===== src/common/standby_pkg.sv =====
// Types and constants shared by the standby I2C target flow RTL and its testbench
package standby_pkg;

  // Data queue word size in bits
  parameter int WordWidth = 32;

  // Kind of event reported by the I2C target bus engine
  typedef enum logic [2:0] {
    AcqData      = 3'd0,
    AcqStart     = 3'd1,
    AcqRestart   = 3'd2,
    AcqStop      = 3'd3,
    AcqNack      = 3'd4,
    AcqNackStart = 3'd5
  } acq_id_e;

  // One bus event; start and restart carry the address byte, bit 0 set means read
  typedef struct packed {
    acq_id_e    id;
    logic [7:0] data;
  } acq_entry_t;

  // Host command, number of bytes to send on a read
  typedef struct packed {
    logic [15:0] data_length;
  } cmd_desc_t;

  typedef enum logic [3:0] {
    RespOk       = 4'd0,
    RespOverflow = 4'd1
  } resp_err_e;

  // Response written at the end of a write transfer
  typedef struct packed {
    logic [15:0] data_length;
    resp_err_e   err_status;
  } resp_desc_t;

  typedef enum logic [3:0] {
    AwaitStart   = 4'd0,
    ReceiveByte  = 4'd1,
    PushWord     = 4'd2,
    PushResponse = 4'd3,
    PopCommand   = 4'd4,
    PopWord      = 4'd5,
    SendByte     = 4'd6,
    NextByte     = 4'd7,
    AwaitStop    = 4'd8,
    ReportError  = 4'd9
  } flow_state_e;

endpackage

===== src/flow/i2c_standby_top.sv =====
// Top level of the standby I2C target flow; connects the flow FSM to its four host queues
`timescale 1ns/1ps

module i2c_standby_top
  import standby_pkg::*;
#(
  parameter int QueueDepth = 4
) (
  input  logic                 clk_i,
  input  logic                 rst_ni,
  // Bus engine side
  input  logic                 acq_valid_i,
  input  acq_entry_t           acq_i,
  output logic                 tx_byte_valid_o,
  output logic [7:0]           tx_byte_o,
  input  logic                 tx_byte_ready_i,
  // Host side
  input  logic                 cmd_valid_i,
  input  cmd_desc_t            cmd_i,
  output logic                 cmd_ready_o,
  input  logic                 txq_valid_i,
  input  logic [WordWidth-1:0] txq_data_i,
  output logic                 txq_ready_o,
  output logic                 rx_valid_o,
  output logic [WordWidth-1:0] rx_data_o,
  input  logic                 rx_ready_i,
  output logic                 resp_valid_o,
  output resp_desc_t           resp_o,
  input  logic                 resp_ready_i,
  output logic                 err_o
);

  // Flow side of each queue
  logic                 cmd_q_valid, cmd_q_ready;
  cmd_desc_t            cmd_q_data;
  logic                 txq_q_valid, txq_q_ready;
  logic [WordWidth-1:0] txq_q_data;
  logic                 rx_q_valid, rx_q_ready;
  logic [WordWidth-1:0] rx_q_data;
  logic                 resp_q_valid, resp_q_ready;
  resp_desc_t           resp_q_data;

  flow_standby_i2c u_flow (
    .clk_i,
    .rst_ni,
    .acq_valid_i,
    .acq_i,
    .tx_byte_valid_o,
    .tx_byte_o,
    .tx_byte_ready_i,
    .cmd_valid_i    (cmd_q_valid),
    .cmd_i          (cmd_q_data),
    .cmd_ready_o    (cmd_q_ready),
    .txq_valid_i    (txq_q_valid),
    .txq_data_i     (txq_q_data),
    .txq_ready_o    (txq_q_ready),
    .rx_valid_o     (rx_q_valid),
    .rx_data_o      (rx_q_data),
    .rx_ready_i     (rx_q_ready),
    .resp_valid_o   (resp_q_valid),
    .resp_o         (resp_q_data),
    .resp_ready_i   (resp_q_ready),
    .err_o
  );

  sync_fifo #(.Width($bits(cmd_desc_t)), .Depth(QueueDepth)) u_cmd_q (
    .clk_i, .rst_ni,
    .wvalid_i (cmd_valid_i), .wdata_i (cmd_i),      .wready_o (cmd_ready_o),
    .rvalid_o (cmd_q_valid), .rdata_o (cmd_q_data), .rready_i (cmd_q_ready)
  );

  sync_fifo #(.Width(WordWidth), .Depth(QueueDepth)) u_txq (
    .clk_i, .rst_ni,
    .wvalid_i (txq_valid_i), .wdata_i (txq_data_i), .wready_o (txq_ready_o),
    .rvalid_o (txq_q_valid), .rdata_o (txq_q_data), .rready_i (txq_q_ready)
  );

  sync_fifo #(.Width(WordWidth), .Depth(QueueDepth)) u_rx_q (
    .clk_i, .rst_ni,
    .wvalid_i (rx_q_valid), .wdata_i (rx_q_data), .wready_o (rx_q_ready),
    .rvalid_o (rx_valid_o), .rdata_o (rx_data_o), .rready_i (rx_ready_i)
  );

  sync_fifo #(.Width($bits(resp_desc_t)), .Depth(QueueDepth)) u_resp_q (
    .clk_i, .rst_ni,
    .wvalid_i (resp_q_valid), .wdata_i (resp_q_data), .wready_o (resp_q_ready),
    .rvalid_o (resp_valid_o), .rdata_o (resp_o),      .rready_i (resp_ready_i)
  );

endmodule


===== src/flow/flow_standby_i2c.sv =====
// Standby I2C target flow; turns bus engine events into host queue traffic and flags faults
`timescale 1ns/1ps

module flow_standby_i2c
  import standby_pkg::*;
(
  input  logic                 clk_i,
  input  logic                 rst_ni,
  // Bus engine side
  input  logic                 acq_valid_i,
  input  acq_entry_t           acq_i,
  output logic                 tx_byte_valid_o,
  output logic [7:0]           tx_byte_o,
  input  logic                 tx_byte_ready_i,
  // Queue read ports
  input  logic                 cmd_valid_i,
  input  cmd_desc_t            cmd_i,
  output logic                 cmd_ready_o,
  input  logic                 txq_valid_i,
  input  logic [WordWidth-1:0] txq_data_i,
  output logic                 txq_ready_o,
  // Queue write ports
  output logic                 rx_valid_o,
  output logic [WordWidth-1:0] rx_data_o,
  input  logic                 rx_ready_i,
  output logic                 resp_valid_o,
  output resp_desc_t           resp_o,
  input  logic                 resp_ready_i,
  output logic                 err_o
);

  flow_state_e state_q, state_d;

  logic [15:0]          byte_cnt_q;
  logic [15:0]          rd_len_q;
  logic [15:0]          resp_len_q;
  logic [WordWidth-1:0] word_q;
  logic                 active_q;
  logic                 restart_pend_q;
  logic                 restart_read_q;
  logic [1:0]           lane;

  // Event decode
  logic start_seen, data_seen, end_seen, restart_seen, addr_read;
  // FSM controls for the registers
  logic begin_xfer, begin_write, end_xfer, take_byte, byte_step;

  assign lane         = byte_cnt_q[1:0];
  assign data_seen    = acq_valid_i & (acq_i.id == AcqData);
  assign restart_seen = acq_valid_i & (acq_i.id == AcqRestart);
  assign end_seen     = acq_valid_i & (acq_i.id == AcqStop) | restart_seen;
  assign start_seen   = acq_valid_i & (acq_i.id == AcqStart) | restart_seen;
  assign addr_read    = acq_i.data[0];

  assign byte_step = take_byte | (tx_byte_valid_o & tx_byte_ready_i);
  assign rx_data_o = word_q;
  assign tx_byte_o = word_q[{lane, 3'b000} +: 8];
  assign resp_o    = '{data_length: resp_len_q, err_status: RespOk};
  assign err_o     = (state_q == ReportError);

  always_comb begin
    state_d         = state_q;
    begin_xfer      = 1'b0;
    begin_write     = 1'b0;
    end_xfer        = 1'b0;
    take_byte       = 1'b0;
    cmd_ready_o     = 1'b0;
    txq_ready_o     = 1'b0;
    rx_valid_o      = 1'b0;
    resp_valid_o    = 1'b0;
    tx_byte_valid_o = 1'b0;

    unique case (state_q)
      AwaitStart: begin
        // A nacked address or a lone stop belongs to another target
        if (start_seen) begin
          begin_xfer  = 1'b1;
          begin_write = !addr_read;
          state_d     = addr_read ? PopCommand : ReceiveByte;
        end else if (data_seen) begin
          state_d = ReportError;
        end
      end
      ReceiveByte: begin
        if (data_seen) begin
          take_byte = 1'b1;
          if (lane == 2'd3) state_d = PushWord;
        end else if (end_seen) begin
          end_xfer = 1'b1;
          state_d  = (lane != 2'd0) ? PushWord : PushResponse;
        end else if (acq_valid_i) begin
          state_d = ReportError;
        end
      end
      PushWord: begin
        rx_valid_o = 1'b1;
        if (acq_valid_i && !end_seen) begin
          state_d = ReportError;
        end else begin
          end_xfer = end_seen & active_q;
          if (rx_ready_i) state_d = (active_q && !end_seen) ? ReceiveByte : PushResponse;
        end
      end
      PushResponse: begin
        resp_valid_o = 1'b1;
        if (acq_valid_i && !end_seen) begin
          state_d = ReportError;
        end else if (resp_ready_i) begin
          if (restart_pend_q) begin
            begin_xfer  = 1'b1;
            begin_write = !restart_read_q;
            state_d     = restart_read_q ? PopCommand : ReceiveByte;
          end else begin
            state_d = AwaitStart;
          end
        end
      end
      PopCommand: begin
        cmd_ready_o = 1'b1;
        if (acq_valid_i) state_d = ReportError;
        else if (cmd_valid_i) state_d = (cmd_i.data_length == '0) ? ReportError : PopWord;
      end
      PopWord: begin
        txq_ready_o = 1'b1;
        if (acq_valid_i) state_d = ReportError;
        else if (txq_valid_i) state_d = SendByte;
      end
      SendByte: begin
        tx_byte_valid_o = 1'b1;
        if (acq_valid_i) begin
          state_d = ReportError;
        end else if (tx_byte_ready_i) begin
          state_d = (byte_cnt_q + 16'd1 == rd_len_q) ? AwaitStop : NextByte;
        end
      end
      NextByte: begin
        // Counter has moved on, fetch a new word at a lane wrap
        if (acq_valid_i) state_d = ReportError;
        else state_d = (lane == 2'd0) ? PopWord : SendByte;
      end
      AwaitStop: begin
        if (restart_seen) begin
          begin_xfer  = 1'b1;
          begin_write = !addr_read;
          state_d     = addr_read ? PopCommand : ReceiveByte;
        end else if (end_seen) begin
          state_d = AwaitStart;
        end else if (acq_valid_i) begin
          state_d = ReportError;
        end
      end
      ReportError: state_d = ReportError;
      default: state_d = ReportError;
    endcase
  end

  always_ff @(posedge clk_i or negedge rst_ni) begin
    if (!rst_ni) begin
      state_q        <= AwaitStart;
      byte_cnt_q     <= '0;
      rd_len_q       <= '0;
      resp_len_q     <= '0;
      active_q       <= 1'b0;
      restart_pend_q <= 1'b0;
      restart_read_q <= 1'b0;
    end else begin
      state_q <= state_d;
      if (begin_xfer) byte_cnt_q <= '0;
      else if (byte_step) byte_cnt_q <= byte_cnt_q + 16'd1;
      if (begin_xfer) active_q <= begin_write;
      else if (end_xfer) active_q <= 1'b0;
      if (end_xfer) resp_len_q <= byte_cnt_q;
      // A restart that ends a write opens the next transfer once the response is out
      if (end_xfer && restart_seen) begin
        restart_pend_q <= 1'b1;
        restart_read_q <= addr_read;
      end else if (begin_xfer) begin
        restart_pend_q <= 1'b0;
      end
      if (cmd_ready_o && cmd_valid_i) rd_len_q <= cmd_i.data_length;
    end
  end

  // Lane 0 clears the upper bytes, which pads a partial last word
  always_ff @(posedge clk_i) begin
    if (take_byte) begin
      if (lane == 2'd0) word_q <= WordWidth'(acq_i.data);
      else word_q[{lane, 3'b000} +: 8] <= acq_i.data;
    end else if (txq_ready_o && txq_valid_i) begin
      word_q <= txq_data_i;
    end
  end

  tx_byte_held: assert property (@(posedge clk_i) disable iff (!rst_ni)
    tx_byte_valid_o && !tx_byte_ready_i |=> (tx_byte_valid_o && $stable(tx_byte_o)) || err_o);
  err_sticky: assert property (@(posedge clk_i) disable iff (!rst_ni)
    err_o |=> err_o);

endmodule


===== src/logic/sync_fifo.sv =====
// Synchronous valid/ready FIFO, instantiated once per host queue with its own width and depth
`timescale 1ns/1ps

module sync_fifo #(
  parameter int Width = 32,
  parameter int Depth = 4
) (
  input  logic             clk_i,
  input  logic             rst_ni,
  input  logic             wvalid_i,
  input  logic [Width-1:0] wdata_i,
  output logic             wready_o,
  output logic             rvalid_o,
  output logic [Width-1:0] rdata_o,
  input  logic             rready_i
);

  localparam int PtrW = $clog2(Depth);
  localparam int CntW = $clog2(Depth + 1);

  logic [Width-1:0] mem_q [Depth];
  logic [PtrW-1:0]  wptr_q, rptr_q;
  logic [CntW-1:0]  count_q, count_d;
  logic             wready_q;
  logic             push, pop;

  assign push     = wvalid_i & wready_o;
  assign pop      = rvalid_o & rready_i;
  assign wready_o = wready_q;
  assign rvalid_o = (count_q != '0);
  assign rdata_o  = mem_q[rptr_q];

  always_comb begin
    count_d = count_q;
    if (push && !pop) count_d = count_q + 1'b1;
    else if (pop && !push) count_d = count_q - 1'b1;
  end

  // Ready is registered, so it stays low until the first edge after reset
  always_ff @(posedge clk_i or negedge rst_ni) begin
    if (!rst_ni) begin
      wptr_q   <= '0;
      rptr_q   <= '0;
      count_q  <= '0;
      wready_q <= 1'b0;
    end else begin
      if (push) wptr_q <= wptr_q + 1'b1;
      if (pop) rptr_q <= rptr_q + 1'b1;
      count_q  <= count_d;
      wready_q <= (count_d != CntW'(Depth));
    end
  end

  always_ff @(posedge clk_i) begin
    if (push) mem_q[wptr_q] <= wdata_i;
  end

  count_in_range: assert property (@(posedge clk_i) disable iff (!rst_ni)
    count_q <= CntW'(Depth));
  no_write_when_full: assert property (@(posedge clk_i) disable iff (!rst_ni)
    !(push && count_q == CntW'(Depth)));

endmodule


===== config.mk =====
export PLATFORM = sky130hd
export DESIGN_NAME = i2c_standby_top
export DESIGN_NICKNAME = d
export VERILOG_FILES = /design/src/common/standby_pkg.sv /design/src/flow/i2c_standby_top.sv /design/src/flow/flow_standby_i2c.sv /design/src/logic/sync_fifo.sv
export SDC_FILE = /design/constraint.sdc
export NUM_CORES = 1
export LEC_CHECK = 0
export ABC_AREA = 1
export BUFFER_PORTS_ARGS = -buffer_cell sky130_fd_sc_hd__buf_2
export CORE_MARGIN = 2
export CORE_UTILIZATION = 61
export DETAILED_ROUTE_END_ITERATION = 8
export PLACE_DENSITY = 0.77
export REMOVE_ABC_BUFFERS = 1
export SYNTH_ARGS = -nofsm -noshare
export SYNTH_HDL_FRONTEND = slang
export SYNTH_SLANG_ARGS = --single-unit

===== constraint.sdc =====
create_clock -name clk_i -period 3.4 [get_ports clk_i]
set_input_delay 0.34 -clock clk_i [delete_from_list [all_inputs] [get_ports clk_i]]
set_output_delay 0.34 -clock clk_i [all_outputs]
set_load 0.02 [all_outputs]

==> impl_metrics.env, run 1 <==
export IMPL_synth_adder_area_share_pct=1.90
export IMPL_preCtsSetupSlack_ns=0.974
export IMPL_timing_final_ws_setup_ns=0.618
export IMPL_ys_types=44
export IMPL_post_layout_total_power_mw=20.1
export IMPL_timing_setup_tns_ns=0
export IMPL_worstPathBufferInverterCount=3
export IMPL_worst_hold_startpoint="acq_i[2]"
export IMPL_groute_layer_met2_usage_pct=39.7
export IMPL_worst_r2r_startpoint="u_flow.byte_cnt_q[1]"
export IMPL_cts_setup_buffers=0
export IMPL_grt_setup_unrepaired="no"
export IMPL_final_util_pct=70.5
export IMPL_final_hold_worst_slack_ns=0.136
export IMPL_total_of_flip_flops_plus_latches_after_synthesis=503
export IMPL_synth_enable_flop_cells=416
export IMPL_path_cells="buf_4, inv_1, o21ai_0, o22ai_1, buf_2"
export IMPL_clock_skew_ns=0.0166
export IMPL_cts_htree_levels=2
export IMPL_crit_path_top_delay_cell="sky130_fd_sc_hd__inv_1"
export IMPL_worstPathMaxFanout=34
export IMPL_fill_cells=2361
export IMPL_vias_in_the_first_global_route=13575
export IMPL_timing_critical_path_required_ns=3.06
export IMPL_worst_r2r_setup_slack_ns=0.91
export IMPL_grt_antenna_before_repair=1
export IMPL_dp_final_hpwl_um=28600
export IMPL_groute_layer_met3_usage_pct=3.65
export IMPL_final_max_slew_viol_count=0
export IMPL_grt_pass1_wl_um=71600
export IMPL_status="complete, no violations"
export IMPL_critPathLaunchType="register"
export IMPL_placed_cells_incl_taps=2328
export IMPL_syn_inst=1797
export IMPL_finalCritPeriodShare_pct=81.8
export IMPL_timing_setup_critical_path_class="reg -> out"
export IMPL_clkSlewWorstSetupHoldPaths_ns=0.06
export IMPL_power_density_mw_per_mm2=834
export IMPL_yosys_mux_area_fraction_pct=0.0535
export IMPL_synthFlopType="sky130_fd_sc_hd__edfxtp_1"
export IMPL_async_flop_share_pct=17.3
export IMPL_post_drt_wl_per_cell_um=18.4
export IMPL_initialDrtViolationCount=1359
export IMPL_max_slew_margin_rel_pct=18.0
export IMPL_clk_insertion_delay_late_ns=0.58
export IMPL_die_area_mm2=0.0360
export IMPL_cts_buffers=48
export IMPL_postRouteAntennaNets=0
export IMPL_starting_density_of_the_core_pct=61.4
export IMPL_die_height_um=190
export IMPL_groute_usage_overall_pct=25.4
export IMPL_die_width_um=190
export IMPL_tritoncts_clock_tree="done"
export IMPL_timing_critical_path_max_delay_family="buffers and inverters"
export IMPL_dr_pass1_iters=7
export IMPL_synth_compound_gate_area_share_pct=10.3
export IMPL_synth_area_mm2=0.0211
export IMPL_share_of_post_route_cells_with_drive_strength_above_1_pct=14.1
export IMPL_max_freq_mhz=359
export IMPL_min_path_cells=3
export IMPL_synth_simple_area_share_pct=13.3
export IMPL_nNetsFinal=2071
export IMPL_fin_cells=2468
export IMPL_number_of_failing_hold_endpoints_at_the_final_stage=0
export IMPL_min_path_type="in -> reg"
export IMPL_design_core_area_mm2=0.0343
export IMPL_port_buffers=128
export IMPL_route_detailed_vias_per_inst=5.75
export IMPL_row_count=68
export IMPL_cts_buffer_depth=3
export IMPL_synthXorXnorAreaFrac_pct=0.986
export IMPL_ys_top_cells_by_area="sky130_fd_sc_hd__edfxtp_1, sky130_fd_sc_hd__dfrtp_1, sky130_fd_sc_hd__nand2_1"
export IMPL_tightestPinTransition_ns=1.23
export IMPL_cp_slowest_stage_delay_ns=0.68
export IMPL_root_buffer="sky130_fd_sc_hd__clkbuf_16"
export IMPL_ys_seq_area_share_pct=69.6
export IMPL_timing_max_cap_violations=0
export IMPL_timing_reg2reg_worst_path_depth=4
export IMPL_area_growth_syn_to_layout_pct=14.7
export IMPL_most_common_layout_cells="sky130_fd_sc_hd__edfxtp_1, sky130_fd_sc_hd__nand2_1, sky130_fd_sc_hd__o21ai_0"
export IMPL_final_min_clock_period_ns=2.78
export IMPL_grt_busiest_layer="met2"
export IMPL_io_pins=133
export IMPL_globalRouteOverflowTotal=0
export IMPL_routed_wirelength_um=45400
export IMPL_hold_path_end="u_flow.rx_data_o[2]"
export IMPL_routed_via_count=14182
export IMPL_synth_top_area_share_pct=59.3
export IMPL_placement_stage_cell_area_mm2=0.0222
export IMPL_power_static_leakage_nw=9.26
export IMPL_gp_routability_congestion=0.935
export IMPL_finalSetupViolations=0
export IMPL_irDropWorstVdd_mv=0.599
export IMPL_timing_critical_path_to_type="output port"
export IMPL_worstReg2RegEnd="u_flow.rx_data_o[2]"
export IMPL_yosysWarnings=0
export IMPL_cell_taking_the_most_area_after_synthesis="sky130_fd_sc_hd__edfxtp_1"
export IMPL_grt_util_met1_pct=37.6
export IMPL_largest_net_degree_at_the_start_of_global_routing=67
export IMPL_syn_avg_cell_area_um2=11.7
export IMPL_worst_endpoint_arrival_ns=2.44
export IMPL_layout_commonest_cell="sky130_fd_sc_hd__edfxtp_1"
export IMPL_cts_sinks=503
export IMPL_final_cell_area_mm2=0.0242
export IMPL_synth_top_family_by_area="simple AND/OR/NAND/NOR gates"
export IMPL_drc=0
==> report_power, final <==
part           total [mW]  switching [mW]  internal, mW  leakage (nW)
logic                6.57            4.48          2.09          3.62
clock network        5.09            2.20          2.89         0.734
registers            8.48           0.647          7.84          4.90
==> worst reg2reg max path: stages (launching register included) <==
cell and delay (ns):
sky130_fd_sc_hd__dfrtp_1 0.54, sky130_fd_sc_hd__inv_1 0.37, sky130_fd_sc_hd__ha_1 0.54, sky130_fd_sc_hd__nor2_2 0.12, sky130_fd_sc_hd__nor2_1 0.55
==> registers in the layout, summed over array words and instances (netlist names), 3 cells and up <==
signal,flops
u_flow.rd_len_q,16
u_cmd_q.mem_q,64
u_cmd_q.count_q,3
u_flow.rx_data_o,32
u_rx_q.count_q,3
u_flow.state_q,4
u_rx_q.mem_q,128
u_txq.count_q,3
u_resp_q.count_q,3
u_flow.resp_len_q,16
u_resp_q.mem_q,64
u_flow.byte_cnt_q,16
u_txq.mem_q,128
==> logic make-up after synthesis <==
kind of cell,count (synthesis)
AND/OR/NAND/NOR,656
flip-flops,503
AO/OA/AOI/OAI,382
buffers and inverters,200
adder cells (fa/ha/maj),32
XOR/XNOR,22
other,1
multiplexers,1
==> synth_stat cells, types with 14 or more instances <==
master and instances:
sky130_fd_sc_hd__edfxtp_1 416, sky130_fd_sc_hd__inv_1 106, sky130_fd_sc_hd__o22ai_1 78, sky130_fd_sc_hd__dfrtp_1 87
sky130_fd_sc_hd__nand2_1 322, sky130_fd_sc_hd__a21oi_1 54, sky130_fd_sc_hd__nor2_2 14, sky130_fd_sc_hd__clkbuf_1 55
sky130_fd_sc_hd__ha_1 32, sky130_fd_sc_hd__nor2_1 186, sky130_fd_sc_hd__xor2_1 20, sky130_fd_sc_hd__nand3_1 90
sky130_fd_sc_hd__a221o_1 17, sky130_fd_sc_hd__o21ai_0 212
==> worst max path at each step <==
stage	start	end	slack (ns)	depth (start not counted)
3_3_place_gp	u_cmd_q.rptr_q[1]	u_flow.state_q[2]	0.92	12
2_1_floorplan	u_rx_q.rptr_q[0]	rx_data_o[0]	0.50	3
5_1_grt	u_resp_q.rptr_q[0]	resp_o[7]	0.40	5
3_5_place_dp	u_flow.byte_cnt_q[1]	u_flow.rx_data_o[5]	0.97	4
6_report	u_resp_q.rptr_q[0]	resp_o[8]	0.62	5
4_1_cts	u_resp_q.rptr_q[0]	resp_o[11]	0.53	5
==> final cells by class <==
cell class	count	area (µm²)	share of cell area [%]
Sequential cell	503	14700	60.7
Multi-Input combinational cell	1097	5630	23.3
Clock buffer	74	1380	5.71
Timing Repair Buffer	204	1340	5.53
Tap cell	455	569	2.36
Inverter	118	443	1.83
Clock inverter	16	129	0.533
Antenna cell	1	2.50	0.0104
==> per-layer routing <==
layer  up-vias  share of wire [%]  routed length (µm)
met2       528                 47               21300
met5         -                  0                   0
met3        89                7.1                3230
met1      6849                 43               19800
met4         0                2.5                1140
li1       6716                  -                   -
==> timing repair <==
item | 4_1_cts | 5_1_grt
resized for setup | 0 | 0
hold buffers | 49 | 0
endpoints found under the hold margin | 256 | 0
endpoints found under the setup margin | 0 | 0
(Power assumes the default switching activity.)
==> inputs of run 2 (changes only) <==
clock period = 2.8 ns   (was 3.4 ns; I/O delays follow)
==> run 2 against run 1 <==
Net effect:
- worst hold slack got worse by 0.073 ns
- global-route usage grew 0.21 points
- register-to-register slack worse by 0.53 ns
- flip-flop and latch count unchanged
==> impl_metrics.env, run 2 (synthesis gave the netlist of run 1 again) <==
export IMPL_clock_power_share_pct=26.7
export IMPL_final_min_clock_period_ns=2.52
export IMPL_dp_final_hpwl_um=28700
export IMPL_intPower_mw=16.2
export IMPL_initialDrtViolationCount=1483
export IMPL_worst_r2r_setup_slack_ns=0.38
export IMPL_postRouteAntennaNets=0
export IMPL_globalRouteOverflowTotal=0
export IMPL_clock_skew_ns=0.0157
export IMPL_insertedDiodeCount=0
export IMPL_post_drt_wl_per_cell_um=18.4
export IMPL_switching_power_summed_over_all_nets_mw=9.02
export IMPL_routed_wirelength_um=45700
export IMPL_largestRegisters="u_rx_q.mem_q (128), u_txq.mem_q (128)"
export IMPL_port_buffers=128
export IMPL_nNetsFinal=2088
export IMPL_min_path_type="in -> reg"
export IMPL_worst_endpoint_arrival_ns=2.24
export IMPL_timing_setup_critical_path_class="reg -> out"
export IMPL_die_area_mm2=0.0360
export IMPL_die_width_um=190
export IMPL_post_layout_total_power_mw=25.2
export IMPL_min_path_cells=2
export IMPL_die_height_um=190
export IMPL_cts_buffers=50
export IMPL_row_count=68
export IMPL_timing_critical_path_required_ns=2.52
export IMPL_hold_path_end="u_flow.rx_data_o[21]"
export IMPL_worstReg2RegEnd="u_flow.byte_cnt_q[1]"
export IMPL_final_hold_worst_slack_ns=0.0629
export IMPL_timing_reg2reg_worst_path_depth=7
export IMPL_clk_insertion_delay_late_ns=0.58
export IMPL_most_common_layout_cells="sky130_fd_sc_hd__edfxtp_1, sky130_fd_sc_hd__nand2_1, sky130_fd_sc_hd__o21ai_0"
export IMPL_cts_buffer_depth=3
export IMPL_starting_density_of_the_core_pct=61.4
export IMPL_seqPwrFrac_pct=40.6
export IMPL_status="complete, no violations"
export IMPL_timing_max_cap_violations=0
export IMPL_vias_in_the_first_global_route=14030
export IMPL_dr_pass1_iters=5
export IMPL_groute_usage_overall_pct=25.7
export IMPL_finalSetupViolations=0
export IMPL_share_of_post_route_cells_with_drive_strength_above_1_pct=15.1
export IMPL_gp_routability_congestion=0.935
export IMPL_largest_net_degree_at_the_start_of_global_routing=67
export IMPL_critPathLaunchType="register"
export IMPL_irDropWorstVdd_mv=1.10
export IMPL_grt_setup_unrepaired="no"
export IMPL_power_static_leakage_nw=9.41
export IMPL_root_buffer="sky130_fd_sc_hd__clkbuf_16"
export IMPL_tightestPinTransition_ns=1.00
export IMPL_finalCritPeriodShare_pct=90.0
export IMPL_cts_htree_levels=2
export IMPL_final_max_slew_viol_count=0
export IMPL_number_of_failing_hold_endpoints_at_the_final_stage=0
export IMPL_worstPathMaxFanout=28
export IMPL_cts_setup_buffers=0
export IMPL_worst_hold_startpoint="acq_i[5]"
export IMPL_layout_commonest_cell="sky130_fd_sc_hd__edfxtp_1"
export IMPL_combinational_cell_fraction_of_total_power_pct=32.7
export IMPL_grt_antenna_before_repair=1
export IMPL_area_growth_syn_to_layout_pct=16.0
export IMPL_design_core_area_mm2=0.0343
export IMPL_clkSlewWorstSetupHoldPaths_ns=0.06
export IMPL_worst_r2r_startpoint="u_flow.state_q[0]"
export IMPL_routed_via_count=14237
export IMPL_max_slew_margin_rel_pct=33.4
export IMPL_route_detailed_vias_per_inst=5.73
export IMPL_drc=0
export IMPL_max_freq_mhz=397
export IMPL_io_pins=133
export IMPL_tritoncts_clock_tree="done"
export IMPL_power_density_mw_per_mm2=1030
export IMPL_timing_critical_path_to_type="output port"
export IMPL_p_sw_share_pct=35.8
export IMPL_cts_sinks=503
export IMPL_grt_pass1_wl_um=72200
## run 2: cell count changes in the layout (fill, tap and decap cells not counted), moves of 2 or more
cell,change
sky130_fd_sc_hd__bufinv_16,+5
sky130_fd_sc_hd__nor2_1,+2
sky130_fd_sc_hd__clkinv_1,-3
sky130_fd_sc_hd__clkbuf_1,-4
sky130_fd_sc_hd__nor2_2,-2
sky130_fd_sc_hd__clkbuf_8,-2
sky130_fd_sc_hd__inv_6,+2
sky130_fd_sc_hd__buf_4,+14
## run 2: metrics by stage
stage          instance area (µm²)  instances  setup TNS, ns  worst slack [ns]  util [%]
2_1_floorplan                20700       1718          -1.36           -0.0426         -
3_3_place_gp                 22300       2343              0             0.363      65.0
3_5_place_dp                 22300       2343              0             0.276      65.0
4_1_cts                      24400       2484              0             0.290      71.3
5_1_grt                      24400       2484              0             0.131      71.3
6_report                     24400       2484              0             0.280      71.3
## run 2: power by group through the flow
stage | clock, mW | combinational, mW | sequential, mW
after global routing | 7.10 | 9.11 | 10.3
after floorplan | 0 | 5.00 | 10.5
after detailed placement | 0 | 8.09 | 10.3
after CTS | 6.80 | 8.23 | 10.2
final | 6.72 | 8.24 | 10.2
after global placement | 0 | 7.87 | 10.3
## run 2: area by class of cell
class                           count  area (µm²)
Fill cell                        2316        9840
Inverter                          118         443
Sequential cell                   503       14700
Tap cell                          455         569
Timing Repair Buffer              219        1460
Clock inverter                     23         314
Clock buffer                       69        1360
Multi-Input combinational cell   1097        5630
## run 2: worst max path at each step
stage | from | endpoint | cells past startpoint
floorplan | u_rx_q.rptr_q[0] | rx_data_o[0] | 3
global placement | acq_valid_i | u_flow.byte_cnt_q[0] | 8
detailed placement | acq_valid_i | u_flow.byte_cnt_q[3] | 8
CTS | u_resp_q.rptr_q[0] | resp_o[13] | 5
global route | u_resp_q.rptr_q[0] | resp_o[17] | 5
finish | u_resp_q.rptr_q[0] | resp_o[13] | 5
## run 2: what timing repair did
| item | in CTS | in global routing |
|---|---|---|
| hold buffers | 49 | 0 |
| resized for setup | 0 | 0 |
| hold endpoints to repair | 225 | 0 |
| endpoints found under the setup margin | 0 | 0 |
## run 2: metal layers
metal | up-vias | track usage, % | share of wire [%]
met1 | 6892 | 36.6 | 43
met3 | 92 | 3.60 | 6.8
met5 | - | 0 | 0.031
met2 | 510 | 41.1 | 47
met4 | 2 | 9.09 | 2.9
li1 | 6741 | - | -
## run 2: critical path: stages, from the launching register on
cell	delay, ns
sky130_fd_sc_hd__dfrtp_1	0.38
sky130_fd_sc_hd__inv_1	0.59
sky130_fd_sc_hd__buf_4	0.27
sky130_fd_sc_hd__o21ai_0	0.08
sky130_fd_sc_hd__o22ai_1	0.16
sky130_fd_sc_hd__buf_2	0.19
